**src/verilog/cgra_fu_pkg.sv**
```systemverilog
`default_nettype none

package cgra_fu_pkg;

   // ALU operations, 3-bit opcode register
   typedef enum logic [2:0] {
      OP_ADD  = 3'd0,
      OP_SUB  = 3'd1,
      OP_AND  = 3'd2,
      OP_OR   = 3'd3,
      OP_XOR  = 3'd4,
      OP_MUL  = 3'd5,
      OP_MAX  = 3'd6,
      OP_PASS = 3'd7
   } alu_op_e;

   // Where operand b comes from
   typedef enum logic {
      SRC_MEM  = 1'b0,
      SRC_RING = 1'b1
   } src_b_e;

   // Engine FSM
   typedef enum logic [1:0] {
      S_IDLE  = 2'd0,
      S_RUN   = 2'd1,
      S_DRAIN = 2'd2
   } eng_state_e;

endpackage

`default_nettype wire

```
**src/verilog/cgra_pkg.sv**
```systemverilog
`default_nettype none

package cgra_pkg;

   // Array size and field widths
   localparam int N_CORE     = 4;
   localparam int CORE_W     = $clog2(N_CORE);
   localparam int LOCAL_W    = 8;
   localparam int DATA_W     = 16;
   localparam int BANK_WORDS = 16;
   localparam int IDX_W      = $clog2(BANK_WORDS);
   localparam int LEN_W      = IDX_W + 1;

   typedef logic [DATA_W-1:0]         data_t;
   typedef logic [CORE_W-1:0]         core_sel_t;
   typedef logic [LOCAL_W-1:0]        local_addr_t;
   typedef logic [CORE_W+LOCAL_W-1:0] host_addr_t;
   typedef logic [IDX_W-1:0]          word_idx_t;
   typedef logic [LEN_W-1:0]          len_t;

   // Bank code in local address bits 5:4
   localparam int         BANK_LSB = 4;
   localparam logic [1:0] BANK_A   = 2'd0;
   localparam logic [1:0] BANK_B   = 2'd1;
   localparam logic [1:0] BANK_R   = 2'd2;

   // Per-core register map
   localparam local_addr_t REG_RUN    = 8'd0;
   localparam local_addr_t REG_STATUS = 8'd1;
   localparam local_addr_t REG_OPCODE = 8'd2;
   localparam local_addr_t REG_LENGTH = 8'd3;
   localparam local_addr_t REG_SRC_B  = 8'd4;

endpackage

`default_nettype wire
```
**src/verilog/cgra_bus_if.sv**
```systemverilog
`timescale 1ns/100ps
`default_nettype none

// One host bus as seen by a single core
interface cgra_bus_if;

   logic                  req;
   logic                  rnw;
   cgra_pkg::local_addr_t addr;
   cgra_pkg::data_t       wdata;
   // Registered in the core, valid the cycle after req
   cgra_pkg::data_t       rdata;

   modport host (
      output req,
      output rnw,
      output addr,
      output wdata,
      input  rdata
   );

   modport core (
      input  req,
      input  rnw,
      input  addr,
      input  wdata,
      output rdata
   );

endinterface

`default_nettype wire

```
**src/verilog/cgra_core.sv**
```systemverilog
`timescale 1ns/100ps
`default_nettype none

module cgra_core (
   input  logic            clk,
   input  logic            rst,
   cgra_bus_if.core        ctr,
   cgra_bus_if.core        dbus,
   input  logic            run_req,
   input  cgra_pkg::data_t ring_prev_data,
   input  logic            ring_prev_valid,
   output cgra_pkg::data_t ring_data,
   output logic            ring_valid
);

   cgra_fu_pkg::eng_state_e state;
   cgra_fu_pkg::alu_op_e    opcode;
   cgra_fu_pkg::src_b_e     src_b;
   cgra_pkg::len_t          length;
   cgra_pkg::word_idx_t     step;
   cgra_pkg::word_idx_t     s1_idx;
   cgra_pkg::word_idx_t     s2_idx;
   cgra_pkg::data_t         a_data;
   cgra_pkg::data_t         b_data;
   cgra_pkg::data_t         b_sel;
   cgra_pkg::data_t         alu_result;
   logic                    busy;
   logic                    run_start;
   logic                    eng_done;
   logic                    rd_en;
   logic                    last_step;
   logic                    s1_valid;
   logic                    s1_last;
   logic                    s2_last;
   logic                    alu_valid;

   assign rd_en     = (state == cgra_fu_pkg::S_RUN);
   assign last_step = (cgra_pkg::len_t'(step) + cgra_pkg::len_t'(1) == length);

   // Step counter issues one index per cycle
   always_ff @(posedge clk) begin
      if (rst) begin
         state <= cgra_fu_pkg::S_IDLE;
         step  <= '0;
      end else begin
         case (state)
            cgra_fu_pkg::S_IDLE: begin
               if (run_start) begin
                  state <= cgra_fu_pkg::S_RUN;
                  step  <= '0;
               end
            end
            cgra_fu_pkg::S_RUN: begin
               if (last_step) begin
                  state <= cgra_fu_pkg::S_DRAIN;
               end else begin
                  step <= step + 1'b1;
               end
            end
            cgra_fu_pkg::S_DRAIN: begin
               // wait for the last index to leave the ALU
               if (eng_done) begin
                  state <= cgra_fu_pkg::S_IDLE;
               end
            end
            default: state <= cgra_fu_pkg::S_IDLE;
         endcase
      end
   end

   // Index and last flag follow the bank read and ALU stages
   always_ff @(posedge clk) begin
      if (rst) begin
         s1_valid <= 1'b0;
         s1_last  <= 1'b0;
         s2_last  <= 1'b0;
      end else begin
         s1_valid <= rd_en;
         s1_last  <= rd_en && last_step;
         s2_last  <= s1_valid && s1_last;
      end
   end

   always_ff @(posedge clk) begin
      s1_idx <= step;
      s2_idx <= s1_idx;
   end

   assign eng_done   = alu_valid && s2_last;
   assign ring_data  = a_data;
   assign ring_valid = s1_valid;

   // Ring operand is zero past the predecessor's length
   always_comb begin
      if (src_b == cgra_fu_pkg::SRC_RING) begin
         b_sel = ring_prev_valid ? ring_prev_data : '0;
      end else begin
         b_sel = b_data;
      end
   end

   cgra_conf_regs conf_regs_i (
      .clk       (clk),
      .rst       (rst),
      .bus       (ctr),
      .run_req   (run_req),
      .eng_done  (eng_done),
      .opcode    (opcode),
      .length    (length),
      .src_b     (src_b),
      .busy      (busy),
      .run_start (run_start)
   );

   cgra_data_mem data_mem_i (
      .clk         (clk),
      .bus         (dbus),
      .eng_rd_en   (rd_en),
      .eng_rd_idx  (step),
      .a_data      (a_data),
      .b_data      (b_data),
      .eng_wr_en   (alu_valid),
      .eng_wr_idx  (s2_idx),
      .eng_wr_data (alu_result)
   );

   cgra_alu alu_i (
      .clk       (clk),
      .rst       (rst),
      .op        (opcode),
      .a         (a_data),
      .b         (b_sel),
      .in_valid  (s1_valid),
      .result    (alu_result),
      .out_valid (alu_valid)
   );

   // Result writes stay inside the programmed run and the busy window
   a_wr_in_range: assert property (@(posedge clk) disable iff (rst)
      alu_valid |-> busy && (cgra_pkg::len_t'(s2_idx) < length));

endmodule

`default_nettype wire

```
**src/verilog/cgra_alu.sv**
```systemverilog
`timescale 1ns/100ps
`default_nettype none

module cgra_alu (
   input  logic                 clk,
   input  logic                 rst,
   input  cgra_fu_pkg::alu_op_e op,
   input  cgra_pkg::data_t      a,
   input  cgra_pkg::data_t      b,
   input  logic                 in_valid,
   output cgra_pkg::data_t      result,
   output logic                 out_valid
);

   cgra_pkg::data_t res_next;

   // All arithmetic wraps at 16 bits
   always_comb begin
      case (op)
         cgra_fu_pkg::OP_ADD:  res_next = a + b;
         cgra_fu_pkg::OP_SUB:  res_next = a - b;
         cgra_fu_pkg::OP_AND:  res_next = a & b;
         cgra_fu_pkg::OP_OR:   res_next = a | b;
         cgra_fu_pkg::OP_XOR:  res_next = a ^ b;
         cgra_fu_pkg::OP_MUL:  res_next = a * b;
         cgra_fu_pkg::OP_MAX:  res_next = (a > b) ? a : b;
         cgra_fu_pkg::OP_PASS: res_next = a;
         default:              res_next = '0;
      endcase
   end

   always_ff @(posedge clk) begin
      if (rst) begin
         out_valid <= 1'b0;
      end else begin
         out_valid <= in_valid;
      end
   end

   always_ff @(posedge clk) begin
      if (in_valid) begin
         result <= res_next;
      end
   end

   // Opcode must be known whenever a step enters the ALU
   a_op_known: assert property (@(posedge clk) disable iff (rst)
      in_valid |-> !$isunknown(op));

endmodule

`default_nettype wire

```
**src/verilog/cgra_data_mem.sv**
```systemverilog
`timescale 1ns/100ps
`default_nettype none

module cgra_data_mem (
   input  logic                clk,
   cgra_bus_if.core            bus,
   input  logic                eng_rd_en,
   input  cgra_pkg::word_idx_t eng_rd_idx,
   output cgra_pkg::data_t     a_data,
   output cgra_pkg::data_t     b_data,
   input  logic                eng_wr_en,
   input  cgra_pkg::word_idx_t eng_wr_idx,
   input  cgra_pkg::data_t     eng_wr_data
);

   cgra_pkg::data_t     bank_a [cgra_pkg::BANK_WORDS];
   cgra_pkg::data_t     bank_b [cgra_pkg::BANK_WORDS];
   cgra_pkg::data_t     bank_r [cgra_pkg::BANK_WORDS];

   logic [1:0]          host_bank;
   cgra_pkg::word_idx_t host_idx;
   logic                host_wr;
   logic                host_rd;

   assign host_bank = bus.addr[cgra_pkg::BANK_LSB +: 2];
   assign host_idx  = cgra_pkg::word_idx_t'(bus.addr);
   assign host_wr   = bus.req && !bus.rnw;
   assign host_rd   = bus.req && bus.rnw;

   // Host owns A and B, bank R writes from the host are dropped
   always_ff @(posedge clk) begin
      if (host_wr && host_bank == cgra_pkg::BANK_A) begin
         bank_a[host_idx] <= bus.wdata;
      end
      if (host_wr && host_bank == cgra_pkg::BANK_B) begin
         bank_b[host_idx] <= bus.wdata;
      end
   end

   // Engine owns R
   always_ff @(posedge clk) begin
      if (eng_wr_en) begin
         bank_r[eng_wr_idx] <= eng_wr_data;
      end
   end

   // Engine operand fetch, both banks at the same index
   always_ff @(posedge clk) begin
      if (eng_rd_en) begin
         a_data <= bank_a[eng_rd_idx];
         b_data <= bank_b[eng_rd_idx];
      end
   end

   // Host read port, word held until the next read
   always_ff @(posedge clk) begin
      if (host_rd) begin
         case (host_bank)
            cgra_pkg::BANK_A: bus.rdata <= bank_a[host_idx];
            cgra_pkg::BANK_B: bus.rdata <= bank_b[host_idx];
            cgra_pkg::BANK_R: bus.rdata <= bank_r[host_idx];
            default:          bus.rdata <= '0;
         endcase
      end
   end

endmodule

`default_nettype wire

```
**src/verilog/cgra_conf_regs.sv**
```systemverilog
`timescale 1ns/100ps
`default_nettype none

module cgra_conf_regs (
   input  logic                 clk,
   input  logic                 rst,
   cgra_bus_if.core             bus,
   input  logic                 run_req,
   input  logic                 eng_done,
   output cgra_fu_pkg::alu_op_e opcode,
   output cgra_pkg::len_t       length,
   output cgra_fu_pkg::src_b_e  src_b,
   output logic                 busy,
   output logic                 run_start
);

   logic           done;
   logic           wr_en;
   logic           rd_en;
   cgra_pkg::len_t len_clamped;

   assign wr_en = bus.req && !bus.rnw;
   assign rd_en = bus.req && bus.rnw;

   // Run only accepted while idle
   assign run_start = run_req && !busy;

   // Length limited to 1..BANK_WORDS
   always_comb begin
      if (bus.wdata == '0) begin
         len_clamped = cgra_pkg::len_t'(1);
      end else if (bus.wdata > cgra_pkg::data_t'(cgra_pkg::BANK_WORDS)) begin
         len_clamped = cgra_pkg::len_t'(cgra_pkg::BANK_WORDS);
      end else begin
         len_clamped = cgra_pkg::len_t'(bus.wdata);
      end
   end

   always_ff @(posedge clk) begin
      if (rst) begin
         opcode <= cgra_fu_pkg::OP_ADD;
         length <= cgra_pkg::len_t'(1);
         src_b  <= cgra_fu_pkg::SRC_MEM;
      end else if (wr_en) begin
         case (bus.addr)
            cgra_pkg::REG_OPCODE: opcode <= cgra_fu_pkg::alu_op_e'(bus.wdata[2:0]);
            cgra_pkg::REG_LENGTH: length <= len_clamped;
            cgra_pkg::REG_SRC_B:  src_b  <= cgra_fu_pkg::src_b_e'(bus.wdata[0]);
            default: ;
         endcase
      end
   end

   // Busy from acceptance until the last result is written
   always_ff @(posedge clk) begin
      if (rst) begin
         busy <= 1'b0;
         done <= 1'b0;
      end else if (run_start) begin
         busy <= 1'b1;
         done <= 1'b0;
      end else if (eng_done) begin
         busy <= 1'b0;
         done <= 1'b1;
      end
   end

   always_ff @(posedge clk) begin
      if (rst) begin
         bus.rdata <= '0;
      end else if (rd_en) begin
         case (bus.addr)
            cgra_pkg::REG_STATUS: bus.rdata <= cgra_pkg::data_t'({done, busy});
            cgra_pkg::REG_OPCODE: bus.rdata <= cgra_pkg::data_t'(opcode);
            cgra_pkg::REG_LENGTH: bus.rdata <= cgra_pkg::data_t'(length);
            cgra_pkg::REG_SRC_B:  bus.rdata <= cgra_pkg::data_t'(src_b);
            default:              bus.rdata <= '0;
         endcase
      end
   end

   // Engine completion only arrives inside an accepted run
   a_done_in_run: assert property (@(posedge clk) disable iff (rst)
      eng_done |-> busy);

endmodule

`default_nettype wire

```
**src/flat_wrapper.sv**
```systemverilog
// flat-port wrapper written by rule: the top's interface ports become plain ports
module cgra_core_flat 
  (clk, rst, run_req, ring_prev_data, ring_prev_valid, ring_data, ring_valid, ctr_req, ctr_rnw, ctr_addr, ctr_wdata, ctr_rdata, dbus_req, dbus_rnw, dbus_addr, dbus_wdata, dbus_rdata);
  cgra_bus_if ctr_i ();
  cgra_bus_if dbus_i ();
  input  logic clk;
  input  logic rst;
  input  logic run_req;
  input  cgra_pkg::data_t ring_prev_data;
  input  logic ring_prev_valid;
  output cgra_pkg::data_t ring_data;
  output logic ring_valid;
  input wire logic [$bits(ctr_i.req)-1:0] ctr_req;
  input wire logic [$bits(ctr_i.rnw)-1:0] ctr_rnw;
  input wire logic [$bits(ctr_i.addr)-1:0] ctr_addr;
  input wire logic [$bits(ctr_i.wdata)-1:0] ctr_wdata;
  output wire logic [$bits(ctr_i.rdata)-1:0] ctr_rdata;
  input wire logic [$bits(dbus_i.req)-1:0] dbus_req;
  input wire logic [$bits(dbus_i.rnw)-1:0] dbus_rnw;
  input wire logic [$bits(dbus_i.addr)-1:0] dbus_addr;
  input wire logic [$bits(dbus_i.wdata)-1:0] dbus_wdata;
  output wire logic [$bits(dbus_i.rdata)-1:0] dbus_rdata;
  assign ctr_i.req = ctr_req;
  assign ctr_i.rnw = ctr_rnw;
  assign ctr_i.addr = ctr_addr;
  assign ctr_i.wdata = ctr_wdata;
  assign ctr_rdata = ctr_i.rdata;
  assign dbus_i.req = dbus_req;
  assign dbus_i.rnw = dbus_rnw;
  assign dbus_i.addr = dbus_addr;
  assign dbus_i.wdata = dbus_wdata;
  assign dbus_rdata = dbus_i.rdata;
  cgra_core u_core (.clk(clk), .rst(rst), .ctr(ctr_i), .dbus(dbus_i), .run_req(run_req), .ring_prev_data(ring_prev_data), .ring_prev_valid(ring_prev_valid), .ring_data(ring_data), .ring_valid(ring_valid));
endmodule
```
**config.mk**
```make
export PLATFORM = sky130hd
export DESIGN_NAME = cgra_core_flat
export DESIGN_NICKNAME = d
export VERILOG_FILES = /design/src/verilog/cgra_fu_pkg.sv /design/src/verilog/cgra_pkg.sv /design/src/verilog/cgra_bus_if.sv /design/src/verilog/cgra_core.sv /design/src/verilog/cgra_alu.sv /design/src/verilog/cgra_data_mem.sv /design/src/verilog/cgra_conf_regs.sv /design/src/flat_wrapper.sv
export SDC_FILE = /design/constraint.sdc
export NUM_CORES = 1
export LEC_CHECK = 0
export BUFFER_PORTS_ARGS = -buffer_cell sky130_fd_sc_hd__buf_2
export CORE_MARGIN = 1.5
export CORE_UTILIZATION = 60
export CTS_CLUSTER_SIZE = 24
export DETAILED_ROUTE_END_ITERATION = 7
export PLACE_DENSITY = 0.8
export SYNTH_ARGS = -nofsm -noshare
export SYNTH_HDL_FRONTEND = slang
export SYNTH_SLANG_ARGS = --single-unit
```
**constraint.sdc**
```tcl
create_clock -name clk -period 11.8 [get_ports clk]
set_clock_uncertainty 0.05 [all_clocks]
set_input_delay 2.36 -clock clk [delete_from_list [all_inputs] [get_ports clk]]
set_output_delay 2.36 -clock clk [all_outputs]
set_load 0.005 [all_outputs]
```
**Word-level counts from Yosys, hierarchy flattened**

Memories as Yosys holds them, arrays and structs flattened. A register that Yosys moved wholly into a read port is not among the register bits.
Cells that the tools add are included.

- Bits of input ports: 72
- Bits in registers: 77
- Memories: 3
- ROM bits: 0
- Latch bits: 0
- Memory bits (writable): 768
- Output and inout bits: 49

Memories:

| memory | words | width | read ports | clocked after memory_dff | wr ports | line | source |
|---|---|---|---|---|---|---|---|
| u_core.data_mem_i.bank_a | 16 | 16 | 2 | 1 | 1 | cgra_data_mem.sv:16 | `cgra_pkg::data_t bank_a [cgra_pkg::BANK_WORDS];` |
| u_core.data_mem_i.bank_b | 16 | 16 | 2 | 1 | 1 | cgra_data_mem.sv:17 | `cgra_pkg::data_t bank_b [cgra_pkg::BANK_WORDS];` |
| u_core.data_mem_i.bank_r | 16 | 16 | 1 | 0 | 1 | cgra_data_mem.sv:18 | `cgra_pkg::data_t bank_r [cgra_pkg::BANK_WORDS];` |

- Shifts and indexed selects: 0
- $mul: 1
- Add/subtract/negate cells: 4
- Muxes and demuxes: 23
- Reduce and logical (&&, ||, !) cells: 25
- Bitwise gates (word level): 3
- Divide/modulo/power cells: 0
- Magnitude comparators: 2
- Equal/unequal tests: 20

Operators by type and width:

| operator | count |
|---|---|
| $pmux W16 S8 | 1 |
| $mux W16 | 3 |
| $pmux W16 S3 | 1 |
| $pmux W5 S4 | 1 |
| $add A16 B16 Y16 | 1 |
| $and A16 B16 Y16 | 1 |
| $eq A8 B2 Y1 const B | 2 |
| $gt A16 B16 Y1 | 1 |
| $gt A16 B5 Y1 const B | 1 |
| $logic_not A16 Y1 | 1 |
| $mul A16 B16 Y16 | 1 |
| $or A16 B16 Y16 | 1 |
| $sub A16 B16 Y16 | 1 |
| $xor A16 B16 Y16 | 1 |
| $eq A3 B3 Y1 const B | 4 |
| $logic_and A1 B1 Y1 | 10 |
| $mux W5 | 2 |
| $eq A8 B1 Y1 const B | 1 |
| $eq A8 B3 Y1 const B | 1 |
| $mux W1 | 8 |
| $mux W4 | 2 |
| $ne A2 B2 Y1 const B | 4 |
| $pmux W4 S2 | 1 |
| $eq A3 B2 Y1 const B | 2 |
| other kinds (15) | 26 |

**Logic depth before layout (Yosys ltp)**

- Depth in word-level cells: 5
- Gate-level depth with buffers: 25
- Gate-level depth less buffers: 23

**Hierarchy**

Synthesis repeated with hierarchy kept, for this count alone.

- Cells, all modules: 2613
- Area total of the unflattened synthesis: 43415.4 um^2

Modules (own cells, without submodules):

| module | seq. area each (um^2) | cells each | area an instance (um^2) | times used |
|---|---|---|---|---|
| cgra_data_mem | 24503.5 | 1500 | 34509.3 | 1 |
| cgra_alu | 500.5 | 892 | 7090.6 | 1 |
| cgra_core | 340.3 | 121 | 922.1 | 1 |
| cgra_conf_regs | 320.3 | 100 | 893.4 | 1 |

**Worst setup path before layout**

Ideal clock, no wire load.

- Path type: input to register
- From: in ring_prev_valid
- To: reg u_core.alu_i.result[15], data pin
- Buffers on the path: 2
- Required time: 11.587 ns
- Arrival: 7.889 ns
- Cell stages on the path: 23
- Setup time: 0.163 ns
- Setup slack: 3.699 ns
- Cells stage by stage: and2_4 -> buf_6 -> a21o_1 -> buf_4 -> clkinv_1 -> nor2_1 -> fa_1 -> inv_1 -> fa_1 -> inv_1 -> ha_1 -> fa_1 -> fa_1 -> inv_1 -> fa_1 -> inv_1 -> ha_1 -> or4_1 -> a221o_1 -> a31oi_1 -> xnor3_1 -> o211a_1 -> o221ai_1

- Longest elaborated chain between the ends: 5

Ends and longest elaborated chain:

| item | line | source |
|---|---|---|
| start: declaration | flat_wrapper.sv:10 | `input logic ring_prev_valid;` |
| $mux W16 * | cgra_core.sv:96 | `b_sel = ring_prev_valid ? ring_prev_data : '0;` |
| $mux W16 * | cgra_core.sv:95 | `if (src_b == cgra_fu_pkg::SRC_RING) begin` |
| branches (longest 2 deep; another with $mul A16 B16 Y16) | n/a |  |
| $pmux W16 S8 * | cgra_alu.sv:19 | `case (op)` |
| named net u_core.alu_i.res_next[15] | cgra_alu.sv:15 | `cgra_pkg::data_t res_next;` |
| end signal: assignment | cgra_alu.sv:42 | `result <= res_next;` |
| end: declaration | cgra_alu.sv:11 | `output cgra_pkg::data_t result,` |

Mark *: on every way through the listed nets, which the timed path passes.
A chain may end at the register's enable or synchronous reset.

**Worst setup path after layout**

Ends and elaborated chain as after synthesis.

==> out/results.txt <==
The run finished with clean final reports. The number of placed I/O pins was 121; the number of input and output port buffers inserted was 107. Biggest fanout along the worst timing path: 11.

Once the clock tree was built, the setup fixing pass inserted 0 buffers. The first global-routing pass estimated 179 mm of wire. The pin slew with the least headroom to its limit is 1.26 ns, and the number of failing hold endpoints at the final stage is 0. TritonCTS built the clock tree.

The number of buffers and inverters on the critical path is 4. Registers are responsible for 46.6% of the overall power. For this block, the initial DRC count from the detailed router was 3331. Number of CTS-inserted buffers: 87. The initial antenna violation count was 16; the insertion delay of the later-clocked pin in the worst-skew pair was 0.66 ns.

The tools report the type of origin of the critical path as an input port. By startpoint and endpoint, the worst setup path is classified as in -> reg. STA classifies the critical path endpoint as a flop. The logic gate share of total power was 15.1%. The area of the mapped netlist is 43600 sq um, and the area of the die is 74200 sq um. The tools report the max-slew headroom at the worst pin as 16.0%.

The final count of pins violating max slew came out at 0. The worst-case vdd ir drop was 0.000150 V. The cell that appears most often on the critical path is fa_1. Among all stages on the critical path, the largest delay is contributed by clkinv_1. Across the run, the number of max-cap violations was 0.

The total number of H-tree levels came out at 3. The top cell types in the final layout, fill and taps aside, are edfxtp_1 (832), mux4_2 (400), inv_1 (176), nor2_1 (142), buf_2 (103). For this design, the CTS-stage hold fixing added 0 buffers. For the via count of the first global-routing pass, the log shows 27000. After global routing the overflow that remains totals 0.

Counting flops with a built-in enable in the synthesized netlist gives 832. The half-perimeter wire length of the detailed placement result is 75.8 mm. The run gives 33.6% as the total track usage. A synthesized cell averages 16.9 sq um.

In the routed layout, each cell is associated on average with a via count of 7.00. The worst hold path passes through 0 cells. The min-delay analysis places its worst path in the category reg -> reg.

The tools report the total power of the final layout as 7.32 mW. Compared with the post-synthesis result, the final layout area differs by 10.6%. Internal power comes to 5.47 mW. Setup violations remaining at the end of the flow were counted as 0. Yosys mapped the design onto 76 distinct sky130hd cell types. The tools report the start point of the worst min-delay path as u_core.s1_idx[2]. The logs give 16.4 nW for the leakage power and 3709 for the final non-filler cell total. In this run the vertical extent of the chip is 272 um.

Clock net sink count: 866. The tools report the clock share of power as 38.3%. Clock-pin slew was measured on the worst setup and hold paths at 0.06 ns.

The worst register-to-register path has a setup slack of 3.98 ns. The delay of the slowest cell on the worst path came out at 0.59 ns. The logs give 0 for the Yosys warning count and 26000 for the total via count in the routed design. The cell class contributing the biggest share of worst-path delay is adder cells. Wires add up to 122 mm.

After detailed placement, the total cell area comes to 45300 sq um. Setup repair after global routing left no endpoint under its margin. The switching share of power is 25.2%, and the final routed wire length divided by cell count is 32.9 um. Summing the sequential cell areas from Yosys gives 58.9% of the chip area. The tools report the maximum count of clock buffers along a single path as 3. For this run, the leading register cell type out of synthesis is edfxtp_1. The number of nets with antenna violations after routing came out at 0. The placeable core region came out at 71700 sq um. The clock period could shrink to 8.81 ns. For the peak clock frequency supported by timing, the log shows 114 MHz.

Post-CTS repair changed the size of 0 cells. For the worst setup path, the data required time is 12.20 ns. The tools report the number of standard cells after synthesis as 2581.

The post-synthesis sequential element count came out at 866. For this configuration, the core starts out at a cell density of 60.7%. The final layout contains 2937 nets. The count of placed standard cells including taps was 3546. The most common cell after layout, fill and taps aside was edfxtp_1. The final cycle utilization of the critical path was 74.6%; the power density over cell area was 152 nW/um^2. The finished cells cover 48200 sq um. After floorplanning, the core was divided into 98 placement rows. Entering global routing, the biggest net connects 114 pins. Number of detailed-routing iterations run before antenna repair: 5. CTS placed an instance of clkbuf_16 at the clock tree root. Walking the worst path, the cells encountered are buf_2 > and2_4 > a21o_1 > clkinv_1 > nor2_1 > fa_1 > fa_1 > ha_1 > fa_1 > fa_1 > inv_1 > fa_1 > inv_1 > ha_1 > or4_1 > a221o_1 > a31oi_1 > xnor3_1 > o211a_1 > o221ai_1. The routability congestion estimate came out at 0.947. The endpoint identified for the worst register-to-register timing path is u_core.alu_i.result[15].

In the routed design, unresolved DRC markers number 0. X dimension of the die: 272 um. The launch instance of the worst register-to-register path is u_core.conf_regs_i.src_b. Fraction of final layout cells sized beyond drive strength 1: 28.3%.

The total negative slack is 0 ns, and the arrival time of the worst setup path is 9.21 ns. After filler insertion, the fill cell instance count of the layout stands at 4602. Tightest hold margin: 0.299 ns. The fraction of registers with async set or reset after synthesis was 0%; the net switching power of the design was 1.85 mW.

The endpoint with the worst hold slack is u_core.s2_idx[2]. Counting cells, the worst reg-to-reg path comes to 19.
-- sequential cells by signal, indices dropped and copies added (netlist names), 2 cells and up --
signal	flops
u_core.data_mem_i.b_data	16
u_core.data_mem_i.bank_b	256
u_core.data_mem_i.a_data	16
u_core.data_mem_i.bus.rdata	16
u_core.conf_regs_i.opcode	3
u_core.s1_idx	4
u_core.data_mem_i.bank_r	256
u_core.data_mem_i.bank_a	256
u_core.s2_idx	4
u_core.state	2
u_core.conf_regs_i.length	5
u_core.step	4
u_core.alu_i.result	16
u_core.conf_regs_i.bus.rdata	5
-- per-layer routing --
metal  wire length, um  global-route usage (%)  share of wire [%]
met1             43000                    43.7                 35
met2             60800                    55.0                 50
met3             11700                    6.86                9.6
met4              6540                    16.0                5.4
met5                82                       0              0.067
-- final cells by class --
class / instances / area [sq um] / area share (%)
multi-input combinational: 1372 / 16700 / 34.6
tap: 950 / 1190 / 2.47
clock inverter: 55 / 619 / 1.29
sequential: 866 / 25700 / 53.3
antenna: 4 / 10.0 / 0.0208
inverter: 186 / 698 / 1.45
timing repair buffer: 172 / 1060 / 2.20
clock buffer: 104 / 2270 / 4.72
-- worst register-to-register path, stage by stage (launching register included) --
cell,delay (ns)
dfxtp_1,0.74
and2_4,0.34
a21o_1,0.56
clkinv_1,0.60
nor2_1,0.33
fa_1,0.47
fa_1,0.45
ha_1,0.22
fa_1,0.47
fa_1,0.55
inv_1,0.05
fa_1,0.48
inv_1,0.04
ha_1,0.23
or4_1,0.58
a221o_1,0.36
a31oi_1,0.30
xnor3_1,0.48
o211a_1,0.22
o221ai_1,0.09
-- logic make-up (layout without fill, tap and decap cells) --
family / count (synthesis) / in the layout / synth area share [%]
multiplexers: 430 / 430 / 21.4
AND/OR/NAND/NOR: 428 / 428 / 4.49
adder cells (fa/ha/maj): 181 / 181 / 6.61
buffers and inverters: 353 / 517 / 3.29
AO/OA/AOI/OAI: 267 / 267 / 4.03
other: 1 / 15 / 0.00861
XOR/XNOR: 55 / 55 / 1.30
flip-flops: 866 / 866 / 58.9
-- synth_stat cells (15+ instances only) --
| master | count | share of area, % |
|---|---|---|
| nand3_1 | 15 | 0.17 |
| o22ai_1 | 20 | 0.29 |
| nor2_1 | 178 | 1.5 |
| buf_2 | 34 | 0.39 |
| edfxtp_1 | 832 | 57 |
| ha_1 | 98 | 2.8 |
| nor3_1 | 31 | 0.36 |
| xnor2_1 | 35 | 0.70 |
| mux4_2 | 400 | 21 |
| nor2b_1 | 21 | 0.30 |
| clkbuf_1 | 103 | 0.89 |
| a211oi_1 | 16 | 0.28 |
| mux2i_1 | 29 | 0.67 |
| a21oi_1 | 74 | 0.85 |
| buf_1 | 15 | 0.13 |
| dfxtp_1 | 34 | 1.6 |
| inv_1 | 176 | 1.5 |
| o21ai_0 | 39 | 0.45 |
| nand2b_1 | 18 | 0.26 |
| nand2_1 | 101 | 0.87 |
| fa_1 | 82 | 3.8 |
-- how the worst max path moves through the flow --
| stage | start | to | slack, ns | cells past startpoint |
|---|---|---|---|---|
| floorplan | ring_prev_valid | u_core.alu_i.result[15] | 3.70 | 23 |
| global placement | ring_prev_valid | u_core.alu_i.result[15] | 2.53 | 20 |
| detailed placement | ring_prev_valid | u_core.alu_i.result[15] | 2.42 | 20 |
| CTS | ring_prev_valid | u_core.alu_i.result[15] | 3.07 | 20 |
| global route | ring_prev_valid | u_core.alu_i.result[15] | 2.75 | 20 |
| finish | ring_prev_valid | u_core.alu_i.result[15] | 2.99 | 20 |
-- metrics by stage --
step,utilization [%],setup WS (ns)
final,67.2,2.99
after global routing,67.2,2.75
after CTS,67.2,3.07
after detailed placement,63.1,2.42
after global placement,63.1,2.53
after floorplan,-,3.70
-- power groups by stage --
stage	Combinational (mW)	Sequential, mW	Clock, mW
finish	1.10	3.41	2.80
global route	1.20	3.41	2.94
CTS	1.09	3.41	2.83
global placement	1.06	3.47	0
detailed placement	1.08	3.47	0
floorplan	0.784	3.46	0
(Power assumes the default switching activity.)
